<file path="src/verilog/fetch_pkg.sv">
package fetch_pkg;

    localparam int xlen = 32;

    localparam logic [xlen-1:0] reset_vector = 32'h3000_0000;

    // --------------------------------------------------
    // RV32I major opcodes
    // --------------------------------------------------
    localparam logic [6:0] op_lui    = 7'b0110111;
    localparam logic [6:0] op_auipc  = 7'b0010111;
    localparam logic [6:0] op_jal    = 7'b1101111;
    localparam logic [6:0] op_jalr   = 7'b1100111;
    localparam logic [6:0] op_branch = 7'b1100011;
    localparam logic [6:0] op_load   = 7'b0000011;
    localparam logic [6:0] op_store  = 7'b0100011;
    localparam logic [6:0] op_imm    = 7'b0010011;
    localparam logic [6:0] op_reg    = 7'b0110011;
    localparam logic [6:0] op_system = 7'b1110011;

    typedef enum logic [2:0] {
        fmt_r,
        fmt_i,
        fmt_s,
        fmt_b,
        fmt_u,
        fmt_j
    } inst_format_t;

    // --------------------------------------------------
    // Field layouts, msb first
    // --------------------------------------------------
    typedef struct packed {
        logic [6:0] funct7;
        logic [4:0] rs2;
        logic [4:0] rs1;
        logic [2:0] funct3;
        logic [4:0] rd;
        logic [6:0] opcode;
    } r_form_t;

    typedef struct packed {
        logic [11:0] imm;
        logic [4:0]  rs1;
        logic [2:0]  funct3;
        logic [4:0]  rd;
        logic [6:0]  opcode;
    } i_form_t;

    // Also the B layout, with the immediate bits scrambled
    typedef struct packed {
        logic [6:0] imm_hi;
        logic [4:0] rs2;
        logic [4:0] rs1;
        logic [2:0] funct3;
        logic [4:0] imm_lo;
        logic [6:0] opcode;
    } s_form_t;

    // Also the J layout
    typedef struct packed {
        logic [19:0] imm;
        logic [4:0]  rd;
        logic [6:0]  opcode;
    } u_form_t;

    typedef union packed {
        r_form_t r;
        i_form_t i;
        s_form_t s;
        u_form_t u;
    } inst_word_t;

endpackage
</file>
<file path="src/verilog/fetch_top.sv">
`timescale 1ns/1ns

module fetch_top #(
    parameter logic [fetch_pkg::xlen-1:0] reset_pc   = fetch_pkg::reset_vector,
    parameter int                         line_count = 16
) (
    input  logic                       clock,
    input  logic                       reset,
    input  logic [fetch_pkg::xlen-1:0] redirect_pc,
    input  logic                       redirect_valid,
    input  logic                       clear_req,

    // AXI4 read address channel
    input  logic                       arready,
    output logic                       arvalid,
    output logic [fetch_pkg::xlen-1:0] araddr,
    output logic [3:0]                 arid,
    output logic [7:0]                 arlen,
    output logic [2:0]                 arsize,
    output logic [1:0]                 arburst,

    // AXI4 read data channel
    output logic                       rready,
    input  logic                       rvalid,
    input  logic [fetch_pkg::xlen-1:0] rdata,
    input  logic [1:0]                 rresp,
    input  logic                       rlast,
    input  logic [3:0]                 rid,

    // Decoded instruction toward execute
    input  logic                       out_ready,
    output logic                       out_valid,
    output logic [fetch_pkg::xlen-1:0] pc,
    output logic [fetch_pkg::xlen-1:0] inst,
    output fetch_pkg::inst_format_t    format,
    output logic [6:0]                 opcode,
    output logic [4:0]                 rd,
    output logic [4:0]                 rs1,
    output logic [4:0]                 rs2,
    output logic [2:0]                 funct3,
    output logic [6:0]                 funct7,
    output logic [fetch_pkg::xlen-1:0] imm
);

    logic                       accept;
    logic                       fetch_req;
    logic [fetch_pkg::xlen-1:0] fetch_addr;
    logic                       cache_clear;
    logic                       fetch_done;
    logic [fetch_pkg::xlen-1:0] fetch_data;

    assign accept = out_valid && out_ready;

    fetch_pc_stage #(
        .reset_pc (reset_pc)
    ) pc_stage0 (
        .clock          (clock),
        .reset          (reset),
        .redirect_pc    (redirect_pc),
        .redirect_valid (redirect_valid),
        .clear_req      (clear_req),
        .accept         (accept),
        .fetch_done     (fetch_done),
        .fetch_req      (fetch_req),
        .fetch_addr     (fetch_addr),
        .cache_clear    (cache_clear)
    );

    icache #(
        .line_count (line_count)
    ) icache0 (
        .clock       (clock),
        .reset       (reset),
        .fetch_req   (fetch_req),
        .fetch_addr  (fetch_addr),
        .cache_clear (cache_clear),
        .fetch_done  (fetch_done),
        .fetch_data  (fetch_data),
        .arready     (arready),
        .arvalid     (arvalid),
        .araddr      (araddr),
        .arid        (arid),
        .arlen       (arlen),
        .arsize      (arsize),
        .arburst     (arburst),
        .rready      (rready),
        .rvalid      (rvalid),
        .rdata       (rdata),
        .rresp       (rresp),
        .rlast       (rlast),
        .rid         (rid)
    );

    // The pc register still holds the address of the word in flight
    inst_decode_stage decode0 (
        .clock     (clock),
        .reset     (reset),
        .load      (fetch_done),
        .load_pc   (fetch_addr),
        .load_word (fetch_data),
        .out_ready (out_ready),
        .out_valid (out_valid),
        .pc        (pc),
        .inst      (inst),
        .format    (format),
        .opcode    (opcode),
        .rd        (rd),
        .rs1       (rs1),
        .rs2       (rs2),
        .funct3    (funct3),
        .funct7    (funct7),
        .imm       (imm)
    );

endmodule

</file>
<file path="src/verilog/inst_decode_stage.sv">
`timescale 1ns/1ns

module inst_decode_stage (
    input  logic                           clock,
    input  logic                           reset,
    input  logic                           load,
    input  logic [fetch_pkg::xlen-1:0]     load_pc,
    input  logic [fetch_pkg::xlen-1:0]     load_word,
    input  logic                           out_ready,
    output logic                           out_valid,
    output logic [fetch_pkg::xlen-1:0]     pc,
    output logic [fetch_pkg::xlen-1:0]     inst,
    output fetch_pkg::inst_format_t        format,
    output logic [6:0]                     opcode,
    output logic [4:0]                     rd,
    output logic [4:0]                     rs1,
    output logic [4:0]                     rs2,
    output logic [2:0]                     funct3,
    output logic [6:0]                     funct7,
    output logic [fetch_pkg::xlen-1:0]     imm
);

    fetch_pkg::inst_word_t      word_in;
    fetch_pkg::inst_word_t      word_q;
    fetch_pkg::inst_format_t    format_in;
    logic [fetch_pkg::xlen-1:0] imm_in;

    assign word_in = load_word;

    // --------------------------------------------------
    // Format from the major opcode
    // --------------------------------------------------
    always_comb begin
        case (word_in.r.opcode)
            fetch_pkg::op_lui, fetch_pkg::op_auipc: format_in = fetch_pkg::fmt_u;
            fetch_pkg::op_jal:                      format_in = fetch_pkg::fmt_j;
            fetch_pkg::op_branch:                   format_in = fetch_pkg::fmt_b;
            fetch_pkg::op_store:                    format_in = fetch_pkg::fmt_s;
            fetch_pkg::op_reg:                      format_in = fetch_pkg::fmt_r;
            default:                                format_in = fetch_pkg::fmt_i;
        endcase
    end

    // Sign-extended immediate per format
    always_comb begin
        case (format_in)
            fetch_pkg::fmt_i: imm_in = {{20{word_in.i.imm[11]}}, word_in.i.imm};
            fetch_pkg::fmt_s: imm_in = {{20{word_in.s.imm_hi[6]}}, word_in.s.imm_hi,
                                        word_in.s.imm_lo};
            fetch_pkg::fmt_b: imm_in = {{19{word_in.s.imm_hi[6]}}, word_in.s.imm_hi[6],
                                        word_in.s.imm_lo[0], word_in.s.imm_hi[5:0],
                                        word_in.s.imm_lo[4:1], 1'b0};
            fetch_pkg::fmt_u: imm_in = {word_in.u.imm, 12'd0};
            fetch_pkg::fmt_j: imm_in = {{11{word_in.u.imm[19]}}, word_in.u.imm[19],
                                        word_in.u.imm[7:0], word_in.u.imm[8],
                                        word_in.u.imm[18:9], 1'b0};
            default:          imm_in = '0;
        endcase
    end

    // --------------------------------------------------
    // Output register, held until out_ready
    // --------------------------------------------------
    always_ff @(posedge clock or posedge reset) begin
        if (reset) begin
            out_valid <= 1'b0;
        end else if (load) begin
            out_valid <= 1'b1;
        end else if (out_ready) begin
            out_valid <= 1'b0;
        end
    end

    always_ff @(posedge clock) begin
        if (load) begin
            pc     <= load_pc;
            word_q <= word_in;
            format <= format_in;
            imm    <= imm_in;
        end
    end

    // Plain fields sit at the same place in every format
    assign inst   = word_q;
    assign opcode = word_q.r.opcode;
    assign rd     = word_q.r.rd;
    assign rs1    = word_q.r.rs1;
    assign rs2    = word_q.r.rs2;
    assign funct3 = word_q.r.funct3;
    assign funct7 = word_q.r.funct7;

endmodule

</file>
<file path="src/verilog/icache.sv">
`timescale 1ns/1ns

module icache #(
    parameter int line_count = 16
) (
    input  logic                       clock,
    input  logic                       reset,
    input  logic                       fetch_req,
    input  logic [fetch_pkg::xlen-1:0] fetch_addr,
    input  logic                       cache_clear,
    output logic                       fetch_done,
    output logic [fetch_pkg::xlen-1:0] fetch_data,

    input  logic                       arready,
    output logic                       arvalid,
    output logic [fetch_pkg::xlen-1:0] araddr,
    output logic [3:0]                 arid,
    output logic [7:0]                 arlen,
    output logic [2:0]                 arsize,
    output logic [1:0]                 arburst,

    output logic                       rready,
    input  logic                       rvalid,
    input  logic [fetch_pkg::xlen-1:0] rdata,
    input  logic [1:0]                 rresp,
    input  logic                       rlast,
    input  logic [3:0]                 rid
);

    localparam int index_bits = $clog2(line_count);
    localparam int tag_bits   = fetch_pkg::xlen - index_bits - 2;

    localparam logic [1:0] st_idle = 2'd0;
    localparam logic [1:0] st_addr = 2'd1;
    localparam logic [1:0] st_data = 2'd2;

    localparam logic [3:0] read_id = 4'd0;

    logic [1:0]                 state;
    logic [line_count-1:0]      line_valid;
    logic [tag_bits-1:0]        tag_mem  [line_count];
    logic [fetch_pkg::xlen-1:0] data_mem [line_count];

    logic [index_bits-1:0]      req_index;
    logic [tag_bits-1:0]        req_tag;
    logic [index_bits-1:0]      fill_index;
    logic [tag_bits-1:0]        fill_tag;
    logic                       hit;
    logic                       lookup;
    logic                       resp_done;

    // --------------------------------------------------
    // Lookup on the word address
    // --------------------------------------------------
    assign req_index  = fetch_addr[index_bits+1:2];
    assign req_tag    = fetch_addr[fetch_pkg::xlen-1:index_bits+2];
    assign fill_index = araddr[index_bits+1:2];
    assign fill_tag   = araddr[fetch_pkg::xlen-1:index_bits+2];

    // A pending clear forces the lookup to miss
    assign hit = line_valid[req_index] && (tag_mem[req_index] == req_tag) && !cache_clear;

    assign lookup    = (state == st_idle) && fetch_req;
    assign resp_done = rvalid && rlast && (rid == read_id);

    // Single beat, 4 bytes, fixed burst
    assign arid    = read_id;
    assign arlen   = 8'd0;
    assign arsize  = 3'b010;
    assign arburst = 2'b00;
    assign rready  = 1'b1;

    // --------------------------------------------------
    // Miss FSM and valid bits
    // --------------------------------------------------
    always_ff @(posedge clock or posedge reset) begin
        if (reset) begin
            state      <= st_idle;
            arvalid    <= 1'b0;
            fetch_done <= 1'b0;
            line_valid <= '0;
        end else begin
            fetch_done <= 1'b0;
            case (state)
                st_idle: begin
                    if (fetch_req && hit) begin
                        fetch_done <= 1'b1;
                    end else if (fetch_req) begin
                        arvalid <= 1'b1;
                        state   <= st_addr;
                    end
                end
                st_addr: begin
                    if (arready) begin
                        arvalid <= 1'b0;
                        state   <= st_data;
                    end
                end
                st_data: begin
                    if (resp_done) begin
                        fetch_done <= 1'b1;
                        state      <= st_idle;
                        // Only an OKAY response makes the line usable
                        if (!rresp[1]) begin
                            line_valid[fill_index] <= 1'b1;
                        end
                    end
                end
                default: begin
                    state <= st_idle;
                end
            endcase
            if (fetch_done && cache_clear) begin
                line_valid <= '0;
            end
        end
    end

    // --------------------------------------------------
    // Storage and returned word
    // --------------------------------------------------
    always_ff @(posedge clock) begin
        if (lookup) begin
            fetch_data <= data_mem[req_index];
            if (!hit) begin
                araddr <= fetch_addr;
            end
        end
        if ((state == st_data) && resp_done) begin
            fetch_data           <= rdata;
            data_mem[fill_index] <= rdata;
            tag_mem[fill_index]  <= fill_tag;
        end
    end

endmodule

</file>
<file path="src/verilog/fetch_pc_stage.sv">
`timescale 1ns/1ns

module fetch_pc_stage #(
    parameter logic [fetch_pkg::xlen-1:0] reset_pc = fetch_pkg::reset_vector
) (
    input  logic                       clock,
    input  logic                       reset,
    input  logic [fetch_pkg::xlen-1:0] redirect_pc,
    input  logic                       redirect_valid,
    input  logic                       clear_req,
    input  logic                       accept,
    input  logic                       fetch_done,
    output logic                       fetch_req,
    output logic [fetch_pkg::xlen-1:0] fetch_addr,
    output logic                       cache_clear
);

    logic                       booted;
    logic                       held_valid;
    logic [fetch_pkg::xlen-1:0] held_pc;
    logic                       clear_held;
    logic [fetch_pkg::xlen-1:0] next_pc;
    logic                       capture;

    // --------------------------------------------------
    // Next pc selection
    // --------------------------------------------------
    always_comb begin
        if (held_valid) begin
            next_pc = held_pc;
        end else if (redirect_valid) begin
            next_pc = redirect_pc;
        end else begin
            next_pc = fetch_addr + 32'd4;
        end
    end

    // Redirect seen while stalled, first one wins
    assign capture = redirect_valid && !held_valid && !accept;

    always_ff @(posedge clock or posedge reset) begin
        if (reset) begin
            booted     <= 1'b0;
            fetch_req  <= 1'b0;
            fetch_addr <= reset_pc;
            held_valid <= 1'b0;
        end else begin
            // One strobe out of reset, then one per accepted item
            booted    <= 1'b1;
            fetch_req <= !booted || accept;
            if (accept) begin
                fetch_addr <= next_pc;
                held_valid <= 1'b0;
            end else if (capture) begin
                held_valid <= 1'b1;
            end
        end
    end

    always_ff @(posedge clock) begin
        if (capture) begin
            held_pc <= redirect_pc;
        end
    end

    // --------------------------------------------------
    // Cache clear, kept until the next fetch completes
    // --------------------------------------------------
    always_ff @(posedge clock or posedge reset) begin
        if (reset) begin
            clear_held <= 1'b0;
        end else if (fetch_done) begin
            clear_held <= 1'b0;
        end else if (clear_req) begin
            clear_held <= 1'b1;
        end
    end

    assign cache_clear = clear_held || clear_req;

endmodule

</file>
<file path="config.mk">
export PLATFORM = sky130hd
export DESIGN_NAME = fetch_top
export DESIGN_NICKNAME = d
export VERILOG_FILES = /design/src/verilog/fetch_pkg.sv /design/src/verilog/fetch_top.sv /design/src/verilog/inst_decode_stage.sv /design/src/verilog/icache.sv /design/src/verilog/fetch_pc_stage.sv
export SDC_FILE = /design/constraint.sdc
export NUM_CORES = 1
export LEC_CHECK = 0
export BUFFER_PORTS_ARGS = -buffer_cell sky130_fd_sc_hd__buf_2
export CORE_ASPECT_RATIO = 1.75
export CORE_MARGIN = 2
export CORE_UTILIZATION = 30
export DETAILED_ROUTE_END_ITERATION = 8
export GPL_TIMING_DRIVEN = 1
export MAX_ROUTING_LAYER = met4
export PLACE_DENSITY_LB_ADDON = 0.25
export SLEW_MARGIN = 40
export SYNTH_ARGS = -nofsm -noshare
export SYNTH_HDL_FRONTEND = slang
export SYNTH_SLANG_ARGS = --single-unit
</file>
<file path="constraint.sdc">
create_clock -name clock -period 8.2 [get_ports clock]
set_clock_uncertainty 0.2 [all_clocks]
set_input_delay 0 -clock clock [delete_from_list [all_inputs] [get_ports clock]]
set_output_delay 0 -clock clock [all_outputs]
set_load 0.1 [all_outputs]
</file>
==> results_dict.tcl, run 1 <==
set metrics [dict create \
    hold_slack_ps 38.87 \
    critPathKind "reg2reg" \
    yosysWarnings 0 \
    cts_buffers 112 \
    core_sq_um 154400 \
    period_minus_slack_ps 5190 \
    cp.arrival_ps 5400 \
    portBuffers 241 \
    h-tree-depth 3 \
    finalNonFillerCells 4899 \
    cp_max_fo 31 \
    avgViaCountPerCell 5.009 \
    yosysSeqAreaShare_pct 75.47 \
    grt_setup_unrepaired "false" \
    fin_crit_sh_pct 63.30 \
    grt-ovfl-total 0 \
    synthMuxAreaShare_pct 14.01 \
    die_height_microns 525.2 \
    p_per_area_nw_per_um2 269.6 \
    wl_microns 129700 \
    syn-cell-area_sq_um 46580 \
    synth-edff-count 1123 \
    min_path_type "in2reg" \
    cts_tree "done" \
    drc 0 \
    cp.required_ps 8410 \
    drive_gt1_share_pct 27.21 \
    synth_fa_ha_area_share_pct 0.02686 \
    status "finished, final reports clean" \
    grt.total_usage_pct 16.70 \
    synth-compound-area-share_pct 3.551 \
    dp_cells 4550 \
    wl_per_cell_microns 26.48 \
    async_flop_share_pct 4.831 \
    area_growth_syn_to_layout_pct 18.73 \
    power_leakage_nw 17.88 \
    io_pins 261 \
    clockBufferDepth 3 \
    cts.sinks 1180 \
    avgSynthCellArea_sq_um 19.65 \
    setup_viol 0 \
    fillCellCount 14490 \
    worst-slew-pin-transition_ps 873.0 \
    post_cts_buffers 0 \
    synth_xor_area_share_pct 0.5077 \
    vias 24540 \
    max_freq_mhz 192.7 \
    ys_seq_elements 1180 \
    floorplan.initialDensity_pct 30.17 \
    synth_cells 2370 \
    finish.net_count 2855 \
    ys_types 85 \
    max_cap_viol_count 0 \
    first_global_vias 26080 \
    rows 191 \
    finalSetupTns_ps 0 \
    startpoint_type "flip-flop" \
    grt_pass1_wl_microns 184900 \
    final_antenna_net_count 0 \
    die_area_sq_um 158500 \
    grt_max_degree 128 \
    insertion_delay_ps 740 \
    worstSetupEndpointType "flip-flop" \
    post-dp-hpwl_microns 75500 \
    hold_viol 0 \
    synth_simple_gate_area_share_pct 4.067 \
    post_cts_resized 0 \
    slew-limit-headroom_pct 41.44 \
    maxSlewViolCount 0 \
    synth_ff_type "edfxtp_1" \
    drt_iter0_markers 2187 \
    fp.dieW_microns 301.9 \
    root_buffer "clkbuf_16" \
    firstDrtPassIters 5 \
    synth_top_family_by_area "multiplexers" \
    gp_congestion 0.8691 \
    worst_setup_hold_path_clk_slew_ps 60 \
    irDropWorstVdd_uv 173.9 \
    antenna_found_initial 11 \
]
[cell usage in the layout (no fill, tap or decap), types with 8 or more instances in the layout]
cell,count
buf_6,11
a21o_1,20
nor4_1,9
dlygate4sd3_1,136
and3_1,9
o21ai_0,59
a22o_1,17
nor2_1,81
nand3_1,18
and2_1,8
nor2b_1,12
clkbuf_1,22
clkinv_2,22
nand4_1,10
nor3_1,12
a31oi_1,16
nor2_4,13
buf_4,54
mux4_1,12
nand2_1,165
conb_1,19
a221oi_1,13
nand2b_1,9
o22ai_1,9
bufinv_16,12
a22oi_1,14
mux2i_1,66
clkinv_1,15
mux4_2,245
inv_1,10
clkbuf_16,113
xnor2_1,21
buf_2,241
a21oi_1,58
edfxtp_1,1123
dfrtp_1,50
[state kept, by name (all words and copies together), names as in the netlist]
| register | count |
|---|---|
| pc_stage0.held_valid | 1 |
| pc_stage0.held_pc | 32 |
| icache0.arvalid | 1 |
| pc_stage0.fetch_req | 1 |
| pc_stage0.booted | 1 |
| icache0.araddr | 32 |
| pc_stage0.fetch_addr | 32 |
| decode0.format | 3 |
| icache0.line_valid | 16 |
| icache0.data_mem | 512 |
| decode0.pc | 32 |
| icache0.state | 2 |
| icache0.fetch_data | 32 |
| pc_stage0.clear_held | 1 |
| icache0.fetch_done | 1 |
| decode0.out_valid | 1 |
| decode0.imm | 32 |
| decode0.inst | 32 |
| icache0.tag_mem | 416 |
[cells in the mapped netlist (all sizes together), types with 3 or more instances]
| master | instances | area share (%) |
|---|---|---|
| nand2b | 9 | 0.12 |
| or4 | 3 | 0.056 |
| mux2i | 66 | 1.4 |
| xnor2 | 21 | 0.39 |
| and2 | 9 | 0.12 |
| or3 | 6 | 0.081 |
| inv | 11 | 0.089 |
| a22o | 17 | 0.32 |
| o22ai | 9 | 0.12 |
| a31oi | 16 | 0.21 |
| nand3 | 19 | 0.21 |
| xor2 | 6 | 0.11 |
| nor2 | 94 | 0.76 |
| clkbuf | 52 | 0.42 |
| edfxtp | 1123 | 72 |
| mux4 | 257 | 13 |
| nor3 | 18 | 0.21 |
| nand4 | 10 | 0.13 |
| and3 | 9 | 0.12 |
| a221oi | 14 | 0.28 |
| nor4 | 11 | 0.19 |
| a211o | 3 | 0.056 |
| or2 | 3 | 0.040 |
| mux2 | 3 | 0.073 |
| a21o | 20 | 0.32 |
| nor4b | 7 | 0.15 |
| a32oi | 3 | 0.056 |
| a32o | 5 | 0.11 |
| nand2 | 165 | 1.3 |
| nand3b | 5 | 0.081 |
| nor3b | 4 | 0.064 |
| a22oi | 14 | 0.23 |
| a21oi | 59 | 0.63 |
| nor2b | 16 | 0.23 |
| dfrtp | 55 | 3.0 |
| buf | 123 | 1.8 |
| and4 | 3 | 0.056 |
| o21ai | 61 | 0.66 |
[kinds of logic after synthesis]
| family | after synthesis |
|---|---|
| AO/OA/AOI/OAI | 250 |
| XOR/XNOR | 27 |
| adder cells (fa/ha/maj) | 1 |
| buffers and inverters | 188 |
| flip-flops | 1180 |
| multiplexers | 326 |
| other | 2 |
| AND/OR/NAND/NOR | 396 |
[path summary, 6_finish.rpt]
path	startpoint	to	slack, ps	cells past startpoint
max	pc_stage0.fetch_addr[4]	icache0.araddr[15]	3010	11
min	rdata[1]	icache0.data_mem[10][1]	40	2
min reg2reg	pc_stage0.booted	pc_stage0.fetch_req	210	1
min in group asynchronous	reset	icache0.line_valid[4]	320	5
max reg2reg	pc_stage0.fetch_addr[4]	icache0.araddr[15]	3010	11
max in group asynchronous	reset	pc_stage0.fetch_addr[4]	6980	5
[critical path: stages (launching register included)]
cell      delay (ps)
dfrtp_4          700
buf_4            500
buf_4            590
mux4_2           390
mux2i_1          370
xnor2_1          180
a211oi_1         120
a311o_1          330
and2_1           180
nand4_1          120
nor2b_4          700
buf_4            380
[timing repair]
action / CTS / global route
hold endpoints to repair: 695 / 0
hold buffers: 136 / 0
endpoints found under the setup margin: 0 / 0
[per-stage QoR]
step           setup WS (ps)  utilization (%)  cell area, sq um  power, mW
6_report                3010            35.82             55300      14.91
5_1_grt                 2693            35.82             55300      15.46
4_1_cts                 2885            35.78             55240      15.09
3_5_place_dp            2947            32.49             50160      9.753
3_3_place_gp            2902            32.38             49990      9.715
2_1_floorplan           1987                -             46640      8.991
[final cells by class]
cell class                 count  area [sq um]  share of cell area [%]
sequential                  1180         35170                   63.59
multi-input combinational   1019         10540                   19.05
timing repair buffer         450          3282                   5.935
clock buffer                 142          3007                   5.437
tap                         2026          2535                   4.584
clock inverter                63         706.9                   1.278
inverter                      13         50.05                 0.09050
antenna                        6         15.01                 0.02715
[routing by layer]
metal	global-route usage, %	part of all wire [%]	routed length (microns)	up-vias
met1	20.05	40	52190	13090
li1	-	-	-	10410
met3	2.245	4.8	6204	199
met4	5.690	3.1	3963	0
met2	28.75	52	67380	849
met5	-	0	0	-
[power by group]
group | switching [mW] | internal (mW) | leakage (nW) | total (mW)
Combinational | 1.39 | 0.954 | 5.21 | 2.35
Sequential | 0.385 | 6.91 | 10.9 | 7.30
Clock | 2.29 | 2.98 | 1.80 | 5.26
Note: power is estimated with default switching activity, not from simulation.
==> run 2: changes to the inputs <==
==> constraint.sdc (replaced) <==
create_clock -name clock -period 4.89 [get_ports clock]
set_clock_uncertainty 0.2 [all_clocks]
set_input_delay 0 -clock clock [delete_from_list [all_inputs] [get_ports clock]]
set_output_delay 0 -clock clock [all_outputs]
set_load 0.1 [all_outputs]
==> results_dict.tcl, run 2 (synthesized netlist as in run 1, its figures left out) <==
set metrics [dict create \
    status "finished, final reports clean" \
    power_leakage_nw 18.11 \
    die_area_sq_um 158500 \
    totalPowerFinal_mw 25.46 \
    critPathKind "reg2reg" \
    worstSetupEndpointType "flip-flop" \
    final_antenna_net_count 0 \
    max_freq_mhz 237.5 \
    post_cts_buffers 0 \
    grt.total_usage_pct 16.74 \
    cts.sinks 1180 \
    utilization_pct 36.20 \
    floorplan.initialDensity_pct 30.17 \
    fin_crit_sh_pct 86.09 \
    min_path_type "in2reg" \
    cp.required_ps 5330 \
    irDropWorstVdd_uv 320.6 \
    core_sq_um 154400 \
    final_common_cell "edfxtp_1" \
    post-dp-hpwl_microns 73080 \
    slew-limit-headroom_pct 44.68 \
    grt_setup_unrepaired "false" \
    grt-ovfl-total 0 \
    finalNonFillerCells 4926 \
    die_height_microns 525.2 \
    cp.arrival_ps 4650 \
    finish.net_count 2885 \
    clockBufferDepth 3 \
    largest_reg_flops 512 \
    hold_slack_ps 39.06 \
    max_cap_viol_count 0 \
    firstDrtPassIters 5 \
    drive_gt1_share_pct 27.01 \
    maxSlewViolCount 0 \
    cts_buffers 113 \
    area_growth_syn_to_layout_pct 19.98 \
    gp_congestion 0.8662 \
    r2r_cells 11 \
    rows 191 \
    fp.dieW_microns 301.9 \
    portBuffers 241 \
    setup_viol 0 \
    io_pins 261 \
    h-tree-depth 3 \
    cp_max_fo 20 \
    worst-slew-pin-transition_ps 827.9 \
    layout_setup_ws_ps 680.0 \
    largestRegisters "icache0.data_mem: 512 flops, icache0.tag_mem: 416 flops" \
    wl_per_cell_microns 26.35 \
    place_ws_ps 864.7 \
    hold_depth 2 \
    r2r_setup_slack_ps 680 \
    cts_tree "done" \
    root_buffer "clkbuf_16" \
    dp_cells 4561 \
    drc 0 \
    hold_viol 0 \
    finalSetupTns_ps 0 \
    drt_iter0_markers 2112 \
    insertion_delay_ps 750 \
    vias 24530 \
    wl_microns 129800 \
    design_area_sq_um 55880 \
    p_per_area_nw_per_um2 455.6 \
    avgViaCountPerCell 4.980 \
    period_minus_slack_ps 4210 \
    first_global_vias 25900 \
    antenna_found_initial 3 \
    startpoint_type "flip-flop" \
    grt_pass1_wl_microns 186200 \
    grt_max_degree 69 \
    final_cell_mix "1123 x edfxtp_1, 245 x mux4_2, 241 x buf_2" \
    dpl_cell_area_sq_um 50410 \
    worst_setup_hold_path_clk_slew_ps 70 \
    top_register "icache0.data_mem" \
]
==> run 2: report_power, final <==
part | switching (mW) | internal (mW)
clock | 3.88 | 5.32
sequential | 0.644 | 11.6
combinational | 2.36 | 1.66
==> run 2: worst paths after layout <==
check,start,to
hold / removal,rdata[4],icache0.data_mem[11][4]
setup / recovery,pc_stage0.fetch_addr[2],icache0.state[0]
setup reg to reg,pc_stage0.fetch_addr[2],icache0.state[0]
hold reg to reg,pc_stage0.booted,pc_stage0.fetch_req
max in group asynchronous,reset,icache0.fetch_done
min in group asynchronous,reset,icache0.line_valid[0]
==> run 2: cell type report <==
| class | instances | area (sq um) |
|---|---|---|
| Sequential cell | 1180 | 35170 |
| Clock buffer | 147 | 3048 |
| Tap cell | 2026 | 2535 |
| Inverter | 13 | 50.05 |
| Clock inverter | 61 | 849.6 |
| Multi-Input combinational cell | 1019 | 10550 |
| Timing Repair Buffer | 479 | 3676 |
| Fill cell | 14370 | 98500 |
| Antenna cell | 1 | 2.502 |
==> run 2: worst max-delay path, stage by stage (launching register included) <==
cell,delay [ps]
dfrtp_4,710
buf_12,250
buf_4,200
mux4_1,560
mux2i_1,240
xnor2_1,120
o41ai_1,390
o22a_1,370
and2_1,220
a41o_1,200
a21oi_1,70
dlygate4sd3_1,550
==> run 2: per-layer routing <==
metal  vias to the layer above  track usage (%)  share of wire (%)
met5                         -                -                  0
met4                         0            5.175                2.6
met3                       181            2.249                5.0
met2                       835            28.74                 52
met1                     13080            20.41                 40
li1                      10440                -                  -
==> run 2: repair_timing <==
action	CTS	global route
resized for setup	0	0
hold endpoints to repair	695	0
hold buffers	156	0
